### config.mk
export PLATFORM = sky130hd
export DESIGN_NAME = mips_core
export DESIGN_NICKNAME = d
export VERILOG_FILES = /design/src/hdl/mips_pkg.sv /design/src/hdl/fetch_stage.sv /design/src/hdl/decode_stage.sv /design/src/hdl/execute_stage.sv /design/src/hdl/mem_wb_stage.sv /design/src/hdl/mips_core.sv
export SDC_FILE = /design/constraint.sdc
export NUM_CORES = 2
export LEC_CHECK = 0
export BUFFER_PORTS_ARGS = -buffer_cell sky130_fd_sc_hd__buf_2
export CAP_MARGIN = 20
export CELL_PAD_IN_SITES_DETAIL_PLACEMENT = 0
export CELL_PAD_IN_SITES_GLOBAL_PLACEMENT = 1
export CORE_MARGIN = 3
export CORE_UTILIZATION = 54
export CTS_CLUSTER_DIAMETER = 50
export DETAILED_ROUTE_END_ITERATION = 7
export PLACE_DENSITY = 0.82
export SLEW_MARGIN = 10
export SYNTH_ARGS = -nofsm -noshare
export SYNTH_HDL_FRONTEND = slang
export SYNTH_SLANG_ARGS = --single-unit
### constraint.sdc
create_clock -name i_clk -period 7.2 [get_ports i_clk]
set_clock_uncertainty 0.1 [all_clocks]
set_input_delay 1.08 -clock i_clk [delete_from_list [all_inputs] [get_ports i_clk]]
set_output_delay 1.08 -clock i_clk [all_outputs]
set_load 0.05 [all_outputs]
### src/hdl/mips_pkg.sv
`default_nettype none

package mips_pkg;

  // ====================
  // Basic types
  // ====================
  typedef logic [31:0] word_t;      // Data word, also used for PCs
  typedef logic [4:0]  reg_addr_t;  // Register number

  // ====================
  // Encodings
  // ====================
  typedef enum logic [5:0] {
    OP_RTYPE = 6'h00,  // ALU ops selected by funct
    OP_BEQ   = 6'h04,
    OP_ADDIU = 6'h09,
    OP_LW    = 6'h23,
    OP_SW    = 6'h2B,
    OP_HALT  = 6'h3F   // Drains the pipe
  } opcode_e;

  typedef enum logic [5:0] {
    FN_ADDU = 6'h21,
    FN_SUBU = 6'h23,
    FN_AND  = 6'h24,
    FN_OR   = 6'h25,
    FN_SLT  = 6'h2A
  } funct_e;

  typedef enum logic [2:0] {
    ALU_ADD = 3'd0,
    ALU_SUB = 3'd1,
    ALU_AND = 3'd2,
    ALU_OR  = 3'd3,
    ALU_SLT = 3'd4   // Signed compare
  } alu_op_e;

  // Control bits that follow an instruction down the pipe
  typedef struct packed {
    logic reg_write;   // Writes dst in WB
    logic mem_read;    // Load
    logic mem_write;   // Store
    logic mem_to_reg;  // WB takes load data
    logic alu_src;     // Operand B is the immediate
    logic branch;      // BEQ
    logic halt;
    logic valid;       // Low for bubbles
  } ctrl_t;

  // ====================
  // Pipeline registers
  // ====================
  typedef struct packed {
    word_t next_pc;  // PC + 4
    word_t instr;    // Zero word is a bubble
  } if_id_t;

  typedef struct packed {
    ctrl_t     ctrl;
    alu_op_e   alu_op;
    word_t     next_pc;
    word_t     rd1;   // rs value from register file
    word_t     rd2;   // rt value from register file
    word_t     imm;   // Sign-extended
    reg_addr_t rs;
    reg_addr_t rt;
    reg_addr_t dst;
  } id_ex_t;

  typedef struct packed {
    ctrl_t     ctrl;
    word_t     alu_result;
    word_t     store_data;
    reg_addr_t dst;
  } ex_mem_t;

  typedef struct packed {
    ctrl_t     ctrl;
    word_t     alu_result;
    word_t     load_data;
    reg_addr_t dst;
  } mem_wb_t;

  // Result being written back, seen by forwarding and the register file
  typedef struct packed {
    reg_addr_t dst;
    logic      we;
    word_t     data;
  } fwd_t;

endpackage

`default_nettype wire

### src/hdl/fetch_stage.sv
`timescale 1ns/1ns
`default_nettype none

module fetch_stage import mips_pkg::*; #(
  parameter int PC_W = 10
) (
  input  wire              i_clk,
  input  wire              i_rst_n,
  input  wire              i_stall,          // Hold PC and IF/ID
  input  wire              i_halt_fetch,     // Halt in decode
  input  wire              i_flush,          // Taken branch
  input  wire  word_t      i_branch_target,
  output logic [PC_W-1:0]  o_imem_addr,
  input  wire  word_t      i_imem_data,
  output if_id_t           o_if_id
);

  logic [PC_W-1:0] pc_q;
  logic [PC_W-1:0] pc_plus4;
  logic            halted_q;  // Halt went past decode, fetch stays frozen
  logic            freeze;

  assign pc_plus4    = pc_q + PC_W'(4);
  assign freeze      = i_stall | i_halt_fetch | halted_q;
  assign o_imem_addr = pc_q;  // Word comes back this cycle

  // PC and halt flag
  always_ff @(posedge i_clk or negedge i_rst_n) begin
    if (!i_rst_n) begin
      pc_q     <= '0;
      halted_q <= 1'b0;
    end else begin
      if (i_halt_fetch)
        halted_q <= 1'b1;
      if (i_flush)
        pc_q <= i_branch_target[PC_W-1:0];  // Redirect wins
      else if (!freeze)
        pc_q <= pc_plus4;
    end
  end

  // IF/ID register, a zero instruction is a bubble
  always_ff @(posedge i_clk or negedge i_rst_n) begin
    if (!i_rst_n) begin
      o_if_id.instr <= '0;
    end else if (!i_stall) begin
      o_if_id.next_pc <= word_t'(pc_plus4);
      if (i_flush || i_halt_fetch || halted_q)
        o_if_id.instr <= '0;  // Squash wrong path or post-halt fetch
      else
        o_if_id.instr <= i_imem_data;
    end
  end

endmodule

`default_nettype wire

### src/hdl/decode_stage.sv
`timescale 1ns/1ns
`default_nettype none

module decode_stage import mips_pkg::*; (
  input  wire          i_clk,
  input  wire          i_rst_n,
  input  wire  if_id_t i_if_id,
  input  wire          i_flush,      // Taken branch in execute
  input  wire  fwd_t   i_wb,         // Register file write
  output id_ex_t       o_id_ex,
  output logic         o_stall,      // Load-use hazard
  output logic         o_halt_fetch
);

  word_t     regs [32];  // Entry 0 is never written
  word_t     instr;
  opcode_e   opcode;
  funct_e    funct;
  reg_addr_t rs;
  reg_addr_t rt;
  reg_addr_t rd;
  word_t     imm;
  ctrl_t     ctrl;
  alu_op_e   alu_op;
  reg_addr_t dst;
  logic      uses_rt;    // rt is a source operand
  word_t     rd1;
  word_t     rd2;

  // ====================
  // Field extraction
  // ====================
  assign instr  = i_if_id.instr;
  assign opcode = opcode_e'(instr[31:26]);
  assign funct  = funct_e'(instr[5:0]);
  assign rs     = instr[25:21];
  assign rt     = instr[20:16];
  assign rd     = instr[15:11];
  assign imm    = {{16{instr[15]}}, instr[15:0]};  // Sign extend

  // Main decoder
  always_comb begin
    ctrl    = '0;
    alu_op  = ALU_ADD;
    dst     = rt;     // I-type default
    uses_rt = 1'b0;
    case (opcode)
      OP_RTYPE: begin
        ctrl.valid     = 1'b1;
        ctrl.reg_write = 1'b1;
        dst            = rd;
        uses_rt        = 1'b1;
        case (funct)
          FN_ADDU: alu_op = ALU_ADD;
          FN_SUBU: alu_op = ALU_SUB;
          FN_AND:  alu_op = ALU_AND;
          FN_OR:   alu_op = ALU_OR;
          FN_SLT:  alu_op = ALU_SLT;
          default: ctrl   = '0;  // Unknown funct, no-op
        endcase
      end
      OP_ADDIU: begin
        ctrl.valid     = 1'b1;
        ctrl.reg_write = 1'b1;
        ctrl.alu_src   = 1'b1;
      end
      OP_LW: begin
        ctrl.valid      = 1'b1;
        ctrl.reg_write  = 1'b1;
        ctrl.mem_read   = 1'b1;
        ctrl.mem_to_reg = 1'b1;
        ctrl.alu_src    = 1'b1;  // Address = rs + imm
      end
      OP_SW: begin
        ctrl.valid     = 1'b1;
        ctrl.mem_write = 1'b1;
        ctrl.alu_src   = 1'b1;
        uses_rt        = 1'b1;   // Store data
      end
      OP_BEQ: begin
        ctrl.valid  = 1'b1;
        ctrl.branch = 1'b1;
        alu_op      = ALU_SUB;
        uses_rt     = 1'b1;
      end
      OP_HALT: begin
        ctrl.valid = 1'b1;
        ctrl.halt  = 1'b1;
      end
      default: ctrl = '0;        // Invalid opcode, no-op
    endcase
    if (dst == '0)
      ctrl.reg_write = 1'b0;     // r0 stays zero
  end

  // ====================
  // Register file
  // ====================
  always_ff @(posedge i_clk) begin
    if (i_wb.we && i_wb.dst != '0)
      regs[i_wb.dst] <= i_wb.data;
  end

  // Write-before-read bypass, r0 reads zero
  function automatic word_t rf_read(input reg_addr_t addr);
    if (addr == '0)
      return '0;
    if (i_wb.we && i_wb.dst == addr)
      return i_wb.data;
    return regs[addr];
  endfunction

  always_comb begin
    rd1 = rf_read(rs);
    rd2 = rf_read(rt);
  end

  // Load in execute feeding this instruction, rs is read by all but HALT
  assign o_stall = o_id_ex.ctrl.valid && o_id_ex.ctrl.mem_read && o_id_ex.rt != '0 &&
                   ctrl.valid && !ctrl.halt &&
                   (rs == o_id_ex.rt || (uses_rt && rt == o_id_ex.rt));

  assign o_halt_fetch = ctrl.valid & ctrl.halt & ~i_flush;

  // ID/EX register, bubble on stall or flush
  always_ff @(posedge i_clk or negedge i_rst_n) begin
    if (!i_rst_n) begin
      o_id_ex.ctrl <= '0;
    end else begin
      o_id_ex.ctrl    <= (o_stall || i_flush) ? ctrl_t'('0) : ctrl;
      o_id_ex.alu_op  <= alu_op;
      o_id_ex.next_pc <= i_if_id.next_pc;
      o_id_ex.rd1     <= rd1;
      o_id_ex.rd2     <= rd2;
      o_id_ex.imm     <= imm;
      o_id_ex.rs      <= rs;
      o_id_ex.rt      <= rt;
      o_id_ex.dst     <= dst;
    end
  end

endmodule

`default_nettype wire

### src/hdl/execute_stage.sv
`timescale 1ns/1ns
`default_nettype none

module execute_stage import mips_pkg::*; (
  input  wire          i_clk,
  input  wire          i_rst_n,
  input  wire  id_ex_t i_id_ex,
  input  wire  fwd_t   i_wb,            // Writeback result
  output ex_mem_t      o_ex_mem,
  output fwd_t         o_mem_fwd,       // Our own EX/MEM result
  output logic         o_flush,         // One-cycle pulse
  output word_t        o_branch_target
);

  word_t op_a;     // Forwarded rs
  word_t fwd_b;    // Forwarded rt, also store data
  word_t op_b;
  word_t alu_res;

  // ====================
  // Forwarding
  // ====================
  // MEM result is newer than WB, so it wins
  function automatic word_t fwd_sel(input reg_addr_t src, input word_t rf_val,
                                    input fwd_t mem, input fwd_t wb);
    if (src == '0)
      return '0;
    if (mem.we && mem.dst == src)
      return mem.data;
    if (wb.we && wb.dst == src)
      return wb.data;
    return rf_val;
  endfunction

  // Loads in MEM have no data yet, load-use stall covers them
  assign o_mem_fwd = '{
    dst:  o_ex_mem.dst,
    we:   o_ex_mem.ctrl.valid & o_ex_mem.ctrl.reg_write & ~o_ex_mem.ctrl.mem_read,
    data: o_ex_mem.alu_result
  };

  assign op_a  = fwd_sel(i_id_ex.rs, i_id_ex.rd1, o_mem_fwd, i_wb);
  assign fwd_b = fwd_sel(i_id_ex.rt, i_id_ex.rd2, o_mem_fwd, i_wb);
  assign op_b  = i_id_ex.ctrl.alu_src ? i_id_ex.imm : fwd_b;

  // ====================
  // ALU
  // ====================
  always_comb begin
    case (i_id_ex.alu_op)
      ALU_ADD: alu_res = op_a + op_b;
      ALU_SUB: alu_res = op_a - op_b;
      ALU_AND: alu_res = op_a & op_b;
      ALU_OR:  alu_res = op_a | op_b;
      ALU_SLT: alu_res = {31'd0, $signed(op_a) < $signed(op_b)};
      default: alu_res = '0;
    endcase
  end

  // Branch resolves here, not-taken is the fetch default
  assign o_branch_target = i_id_ex.next_pc + {i_id_ex.imm[29:0], 2'b00};
  assign o_flush = i_id_ex.ctrl.valid & i_id_ex.ctrl.branch & (op_a == fwd_b);

  // EX/MEM register
  always_ff @(posedge i_clk or negedge i_rst_n) begin
    if (!i_rst_n) begin
      o_ex_mem.ctrl <= '0;
    end else begin
      o_ex_mem.ctrl       <= i_id_ex.ctrl;
      o_ex_mem.alu_result <= alu_res;
      o_ex_mem.store_data <= fwd_b;        // SW data after forwarding
      o_ex_mem.dst        <= i_id_ex.dst;
    end
  end

endmodule

`default_nettype wire

### src/hdl/mem_wb_stage.sv
`timescale 1ns/1ns
`default_nettype none

module mem_wb_stage import mips_pkg::*; (
  input  wire           i_clk,
  input  wire           i_rst_n,
  input  wire  ex_mem_t i_ex_mem,
  output word_t         o_dmem_addr,   // Word address
  output logic          o_dmem_we,
  output word_t         o_dmem_wdata,
  input  wire  word_t   i_dmem_rdata,  // Same-cycle read data
  output fwd_t          o_wb,
  output logic          o_wb_valid,
  output reg_addr_t     o_wb_reg,
  output word_t         o_wb_data,
  output logic          o_halt
);

  mem_wb_t mem_wb_q;
  word_t   wb_data;
  logic    halt_now;  // Halt is in WB this cycle
  logic    halt_q;

  // ====================
  // Memory access
  // ====================
  assign o_dmem_addr  = {2'b00, i_ex_mem.alu_result[31:2]};  // Drop byte offset
  assign o_dmem_we    = i_ex_mem.ctrl.valid & i_ex_mem.ctrl.mem_write;
  assign o_dmem_wdata = i_ex_mem.store_data;

  // MEM/WB register
  always_ff @(posedge i_clk or negedge i_rst_n) begin
    if (!i_rst_n) begin
      mem_wb_q.ctrl <= '0;
    end else begin
      mem_wb_q <= '{
        ctrl:       i_ex_mem.ctrl,
        alu_result: i_ex_mem.alu_result,
        load_data:  i_dmem_rdata,
        dst:        i_ex_mem.dst
      };
    end
  end

  // ====================
  // Writeback
  // ====================
  assign wb_data = mem_wb_q.ctrl.mem_to_reg ? mem_wb_q.load_data : mem_wb_q.alu_result;
  assign o_wb = '{
    dst:  mem_wb_q.dst,
    we:   mem_wb_q.ctrl.valid & mem_wb_q.ctrl.reg_write,
    data: wb_data
  };

  assign o_wb_valid = o_wb.we;    // Retire strobe
  assign o_wb_reg   = o_wb.dst;
  assign o_wb_data  = o_wb.data;

  // Halt rises in WB and sticks
  assign halt_now = mem_wb_q.ctrl.valid & mem_wb_q.ctrl.halt;

  always_ff @(posedge i_clk or negedge i_rst_n) begin
    if (!i_rst_n)
      halt_q <= 1'b0;
    else if (halt_now)
      halt_q <= 1'b1;
  end

  assign o_halt = halt_q | halt_now;

endmodule

`default_nettype wire

### src/hdl/mips_core.sv
`timescale 1ns/1ns
`default_nettype none

module mips_core import mips_pkg::*; #(
  parameter int PC_W = 10  // Instruction address width in bytes
) (
  input  wire              i_clk,
  input  wire              i_rst_n,
  // Instruction port answers in the same cycle
  output logic [PC_W-1:0]  o_imem_addr,
  input  wire  word_t      i_imem_data,
  // Word-addressed data port
  output word_t            o_dmem_addr,
  output logic             o_dmem_we,
  output word_t            o_dmem_wdata,
  input  wire  word_t      i_dmem_rdata,
  // Retire strobe
  output logic             o_wb_valid,
  output reg_addr_t        o_wb_reg,
  output word_t            o_wb_data,
  output logic             o_halt       // Sticky until reset
);

  // ====================
  // Inter-stage wiring
  // ====================
  if_id_t  if_id;          // Fetch -> decode
  id_ex_t  id_ex;          // Decode -> execute
  ex_mem_t ex_mem;         // Execute -> memory
  fwd_t    wb;             // Writeback result for regfile and forwarding
  logic    stall;          // One-cycle load-use hold
  logic    halt_fetch;     // Halt sitting in decode
  logic    flush;          // Taken branch in execute
  word_t   branch_target;

  fetch_stage #(
    .PC_W (PC_W)
  ) u_fetch (
    .i_clk           (i_clk),
    .i_rst_n         (i_rst_n),
    .i_stall         (stall),
    .i_halt_fetch    (halt_fetch),
    .i_flush         (flush),
    .i_branch_target (branch_target),
    .o_imem_addr     (o_imem_addr),
    .i_imem_data     (i_imem_data),
    .o_if_id         (if_id)
  );

  decode_stage u_decode (
    .i_clk        (i_clk),
    .i_rst_n      (i_rst_n),
    .i_if_id      (if_id),
    .i_flush      (flush),
    .i_wb         (wb),
    .o_id_ex      (id_ex),
    .o_stall      (stall),
    .o_halt_fetch (halt_fetch)
  );

  execute_stage u_execute (
    .i_clk           (i_clk),
    .i_rst_n         (i_rst_n),
    .i_id_ex         (id_ex),
    .i_wb            (wb),
    .o_ex_mem        (ex_mem),
    .o_mem_fwd       (),
    .o_flush         (flush),
    .o_branch_target (branch_target)
  );

  mem_wb_stage u_mem_wb (
    .i_clk        (i_clk),
    .i_rst_n      (i_rst_n),
    .i_ex_mem     (ex_mem),
    .o_dmem_addr  (o_dmem_addr),
    .o_dmem_we    (o_dmem_we),
    .o_dmem_wdata (o_dmem_wdata),
    .i_dmem_rdata (i_dmem_rdata),
    .o_wb         (wb),
    .o_wb_valid   (o_wb_valid),
    .o_wb_reg     (o_wb_reg),
    .o_wb_data    (o_wb_data),
    .o_halt       (o_halt)
  );

endmodule

`default_nettype wire

==> summary.md <==
The critical path is of the reg2reg type. VDD sags by at most 0.0002609 V. Summing over every cut layer, the via total after detailed routing is 40310. The worst hold path passes through 0 cells. The repair_antennas step left the layout with diodes totalling 0. The clock insertion delay at the later pin of the skew report was 0.78 ns; the number of violations reported at the end of detailed-routing iteration 0 was 5191. For the number of nets with antenna violations after routing, the log shows 0. The share of the clock period used by the worst path came out at 87.44%. TritonCTS built the clock tree. Yosys printed 0 warnings. Global routing used 31.39% of the available tracks. In this run, distinct cell masters in the synthesized netlist total 95. The synthesized design contains 1280 enable-type register cells. The final period demand of the worst path is 6.296 ns.

Startpoint of the tightest hold check path: u_decode.o_id_ex[153]. The design draws 25180 uW. Max-cap violations in this run came to 0. The run gives 0 as the remaining global-route overflow.

The most numerous cell type found on the critical path is sky130_fd_sc_hd__nor2_1. Count of mapped cells out of synthesis: 4011. A synthesized cell averages 16.64 um^2.

After clock tree synthesis, the setup repair step added 0 buffers. Gates resized during post-CTS repair numbered 0. The run gives 0 as the hold violation total from the final report. The run gives 5 as the number of detailed-route iterations in the first pass. Most used flip-flop cell after synthesis: sky130_fd_sc_hd__edfxtp_1. The logs give 27.48% for the max-slew headroom at the worst pin and 0 for the number of max-slew violations in the final report. Summed over all layers, the routed wires come to 198600 um. The floorplan has 128 rows. Compared with the post-synthesis result, the final layout area differs by 11.11%. The tools report the maximum number of pins on one net before global-route repair as 167. STA classifies the critical path startpoint as a flop.

In this run the standard cell core region covers 0.1222 mm^2. The critical path goes through xor2_1 -> nor4_4 -> buf_4 -> nand2_1 -> buf_4 -> nor2_1 -> a21oi_1 -> o21ai_0 -> nand2_1 -> o21ai_0 -> ha_1 -> nor2_1 -> nor2_1 -> nor2_1 -> nor2b_1 -> o211ai_1 -> or4_1 -> a311oi_1 -> o41ai_2 -> o21ai_1 -> o2111ai_1 -> mux2i_1 -> o21ai_1. Destination of the worst register-to-register timing path: u_execute.o_ex_mem[64]. The min-delay analysis places its worst path in the category reg2reg. Adding up every negative setup slack in the final design gives 0 ns.

Timing would allow up to 0.1588 GHz. Counting the buffers created by CTS gives 147. Measured in cells, the most critical reg-to-reg path has a length of 23. The run finished with clean final reports.

By instance count, the leading cell after synthesis is sky130_fd_sc_hd__edfxtp_1. For the pin with the worst max-slew slack, the measured transition is 1.081 ns. Buffers placed on the I/O ports in this run total 177. Of all cell types, the one taking the most synthesized area is sky130_fd_sc_hd__edfxtp_1. The horizontal die dimension came out at 357.6 um. Of the cells placed in the final design, the portion with a size suffix greater than 1 is 29.54%. For this design the ratio of total power to cell area is 339.5 mW/mm^2. Ranked by instance count, the synthesized netlist is headed by 1280 x sky130_fd_sc_hd__edfxtp_1, 640 x sky130_fd_sc_hd__mux4_2, 245 x sky130_fd_sc_hd__nor2_1.

The highest cell delay on the worst timing path is 0.72 ns. The worst register-to-register path begins at u_mem_wb.o_wb_reg[3]. Across all register-to-register paths, the minimum setup slack is 0.90 ns. The number of hold buffers added after cts is 0, and the number of flip-flops and latches in the synthesized netlist is 1340. Summing every instance area after synthesis gives 0.06674 mm^2. Ranked by total cell area, the synthesized netlist is headed by sky130_fd_sc_hd__edfxtp_1 58%, sky130_fd_sc_hd__mux4_2 22%, sky130_fd_sc_hd__dfrtp_1 2.2%. The largest registers in the layout are u_decode.regs: 1024 flops, u_decode.o_id_ex: 115 flops, u_execute.o_ex_mem: 74 flops.

In this run the static leakage power is 0.02492 uW. The number of top-level pins was 180; the via count of the first global-routing pass was 40350. Data arrives at the worst endpoint at 6.69 ns. The cell chosen for the clock root is sky130_fd_sc_hd__clkbuf_16.

Per-cell via count in the routed design: 6.851. Setup repair after global routing left no endpoint under its margin. Of all flip-flops after synthesis, the portion carrying an async set or reset was 4.478%. The initial antenna violation count came out at 1. For the setup violation total in the final timing report, the log shows 0. The number of flip-flops under the largest register name is 1024. The logs give 7.60 ns for the worst endpoint required time and 284700 um for the first-pass GRT wire length. The slowest stage of the critical path belongs to the cell sky130_fd_sc_hd__a311oi_1. For this run, the register share of the synthesized area comes to 59.84%.

The H-tree depth was 4; the detail-routed net length per standard cell was 33.75 um. At the end of the flow, the number of nets in the layout was 4318. At the end of routability-driven placement, the weighted congestion stood at 0.9777. Area share of the leading cell type in the synthesized netlist: 57.59%.

The starting utilization of the core area is 54.62%. The register clock-pin slew on the reported worst setup and hold paths is 0.06 ns, and the chip height is 357.6 um. The clock drives 1340 sinks. For the detailed placement HPWL, the log shows 117700 um. The path with the worst hold slack has its endpoint at u_execute.o_ex_mem[76].

Maximum fanout encountered on the critical timing path: 13. The die covers 0.1278 mm^2. The clock passes through at most 3 buffers. The worst setup path is captured at a flop. The register with the most flip-flops is u_decode.regs. The residual DRC count was 0.
-- stage by stage --
stage               setup WS (ns)  utilization (%)  hold slack, ns  instances  cell area (um^2)
floorplan                   1.890                -          0.2312       4044             66860
global placement            1.149            56.85          0.2383       5619             69470
detailed placement          1.047            56.86          0.2380       5620             69480
CTS                        0.9690            60.69          0.2473       5884             74160
global route               0.5885            60.69          0.2587       5884             74160
finish                     0.9045            60.69          0.2485       5884             74160
-- kinds of logic (layout without fill, tap and decap cells) --
group / count (synthesis) / after routing / synth area share (%)
and+or+nand+nor: 636 / 636 / 4.312
DFF: 1340 / 1340 / 59.84
xor gates and xnor gates: 117 / 117 / 1.535
adders and majority gates: 108 / 108 / 2.058
other: 1 / 34 / 0.005619
AOI/OAI and AO/OA: 544 / 544 / 5.429
buffers and inverters: 498 / 713 / 3.270
muxes: 767 / 767 / 23.55
-- how the worst max path moves through the flow --
stage / slack [ns] / to / cells after the start / start
after floorplan: 1.89 / u_execute.o_ex_mem[67] / 22 / u_mem_wb.mem_wb_q[73]
after global placement: 1.15 / u_execute.o_ex_mem[67] / 23 / u_mem_wb.o_wb_reg[3]
after detailed placement: 1.05 / u_execute.o_ex_mem[68] / 19 / u_mem_wb.o_wb_reg[0]
after CTS: 0.97 / u_execute.o_ex_mem[68] / 19 / u_mem_wb.o_wb_reg[3]
after global routing: 0.59 / u_execute.o_ex_mem[67] / 23 / u_mem_wb.o_wb_reg[0]
final: 0.90 / u_execute.o_ex_mem[64] / 23 / u_mem_wb.o_wb_reg[3]
-- cell type report --
| class | instances | area, um^2 |
|---|---|---|
| Clock buffer | 180 | 3959 |
| Clock inverter | 84 | 721.9 |
| Fill cell | 8771 | 48040 |
| Inverter | 152 | 570.5 |
| Multi-Input combinational cell | 2206 | 25010 |
| Sequential cell | 1340 | 39980 |
| Tap cell | 1625 | 2033 |
| Timing Repair Buffer | 297 | 1884 |
-- layout by cell type (no fill, tap or decap), types with 10 or more instances in the layout --
| cell type | instances |
|---|---|
| sky130_fd_sc_hd__edfxtp_1 | 1280 |
| sky130_fd_sc_hd__mux4_2 | 640 |
| sky130_fd_sc_hd__nor2_1 | 213 |
| sky130_fd_sc_hd__nand2_1 | 202 |
| sky130_fd_sc_hd__buf_2 | 176 |
| sky130_fd_sc_hd__a21oi_1 | 165 |
| sky130_fd_sc_hd__clkbuf_16 | 152 |
| sky130_fd_sc_hd__inv_1 | 151 |
| sky130_fd_sc_hd__buf_4 | 113 |
| sky130_fd_sc_hd__ha_1 | 105 |
| sky130_fd_sc_hd__o21ai_0 | 104 |
| sky130_fd_sc_hd__mux2i_1 | 102 |
| sky130_fd_sc_hd__xnor2_1 | 68 |
| sky130_fd_sc_hd__a211oi_1 | 65 |
| sky130_fd_sc_hd__xor2_1 | 49 |
| sky130_fd_sc_hd__dfrtp_1 | 49 |
| sky130_fd_sc_hd__conb_1 | 34 |
| sky130_fd_sc_hd__nor2b_1 | 33 |
| sky130_fd_sc_hd__nor2_4 | 31 |
| sky130_fd_sc_hd__a22o_1 | 31 |
| sky130_fd_sc_hd__o21ai_1 | 27 |
| sky130_fd_sc_hd__clkinv_1 | 26 |
| sky130_fd_sc_hd__clkinv_2 | 24 |
| sky130_fd_sc_hd__mux2_2 | 23 |
| sky130_fd_sc_hd__clkbuf_1 | 23 |
| sky130_fd_sc_hd__nor3_1 | 20 |
| sky130_fd_sc_hd__nand3_1 | 20 |
| sky130_fd_sc_hd__o21bai_1 | 20 |
| sky130_fd_sc_hd__a21o_1 | 20 |
| sky130_fd_sc_hd__and3_1 | 18 |
| sky130_fd_sc_hd__o221ai_1 | 17 |
| sky130_fd_sc_hd__nand4_1 | 16 |
| sky130_fd_sc_hd__nor4_1 | 15 |
| sky130_fd_sc_hd__nand2b_1 | 13 |
| sky130_fd_sc_hd__inv_6 | 13 |
| sky130_fd_sc_hd__o211ai_1 | 10 |
| sky130_fd_sc_hd__dfrtp_4 | 10 |
-- metal layers --
| metal | vias to the layer above | global-route usage (%) | routed length [um] |
|---|---|---|---|
| met5 | - | 0 | 0 |
| met4 | 0 | 14.79 | 10600 |
| met3 | 491 | 6.078 | 19980 |
| met2 | 2559 | 49.95 | 94940 |
| met1 | 20900 | 42.30 | 73050 |
| li1 | 16360 | - | - |
-- power breakdown --
group	internal, uW	total (uW)	leakage [uW]	switching [uW]
Sequential	9430	9990	0.0125	559
Combinational	3070	7880	0.0101	4810
Clock	4220	7310	0.00229	3100
-- critical path, delay by kind of cell (launching register included) --
family	cells	cell delay, ns
AOI/OAI and AO/OA	9	2.17
xor gates and xnor gates	1	0.27
adders and majority gates	1	0.32
buffers and inverters	2	0.47
DFF	1	0.60
muxes	1	0.17
and+or+nand+nor	9	1.89
Power figures use the tool's default switching activity.
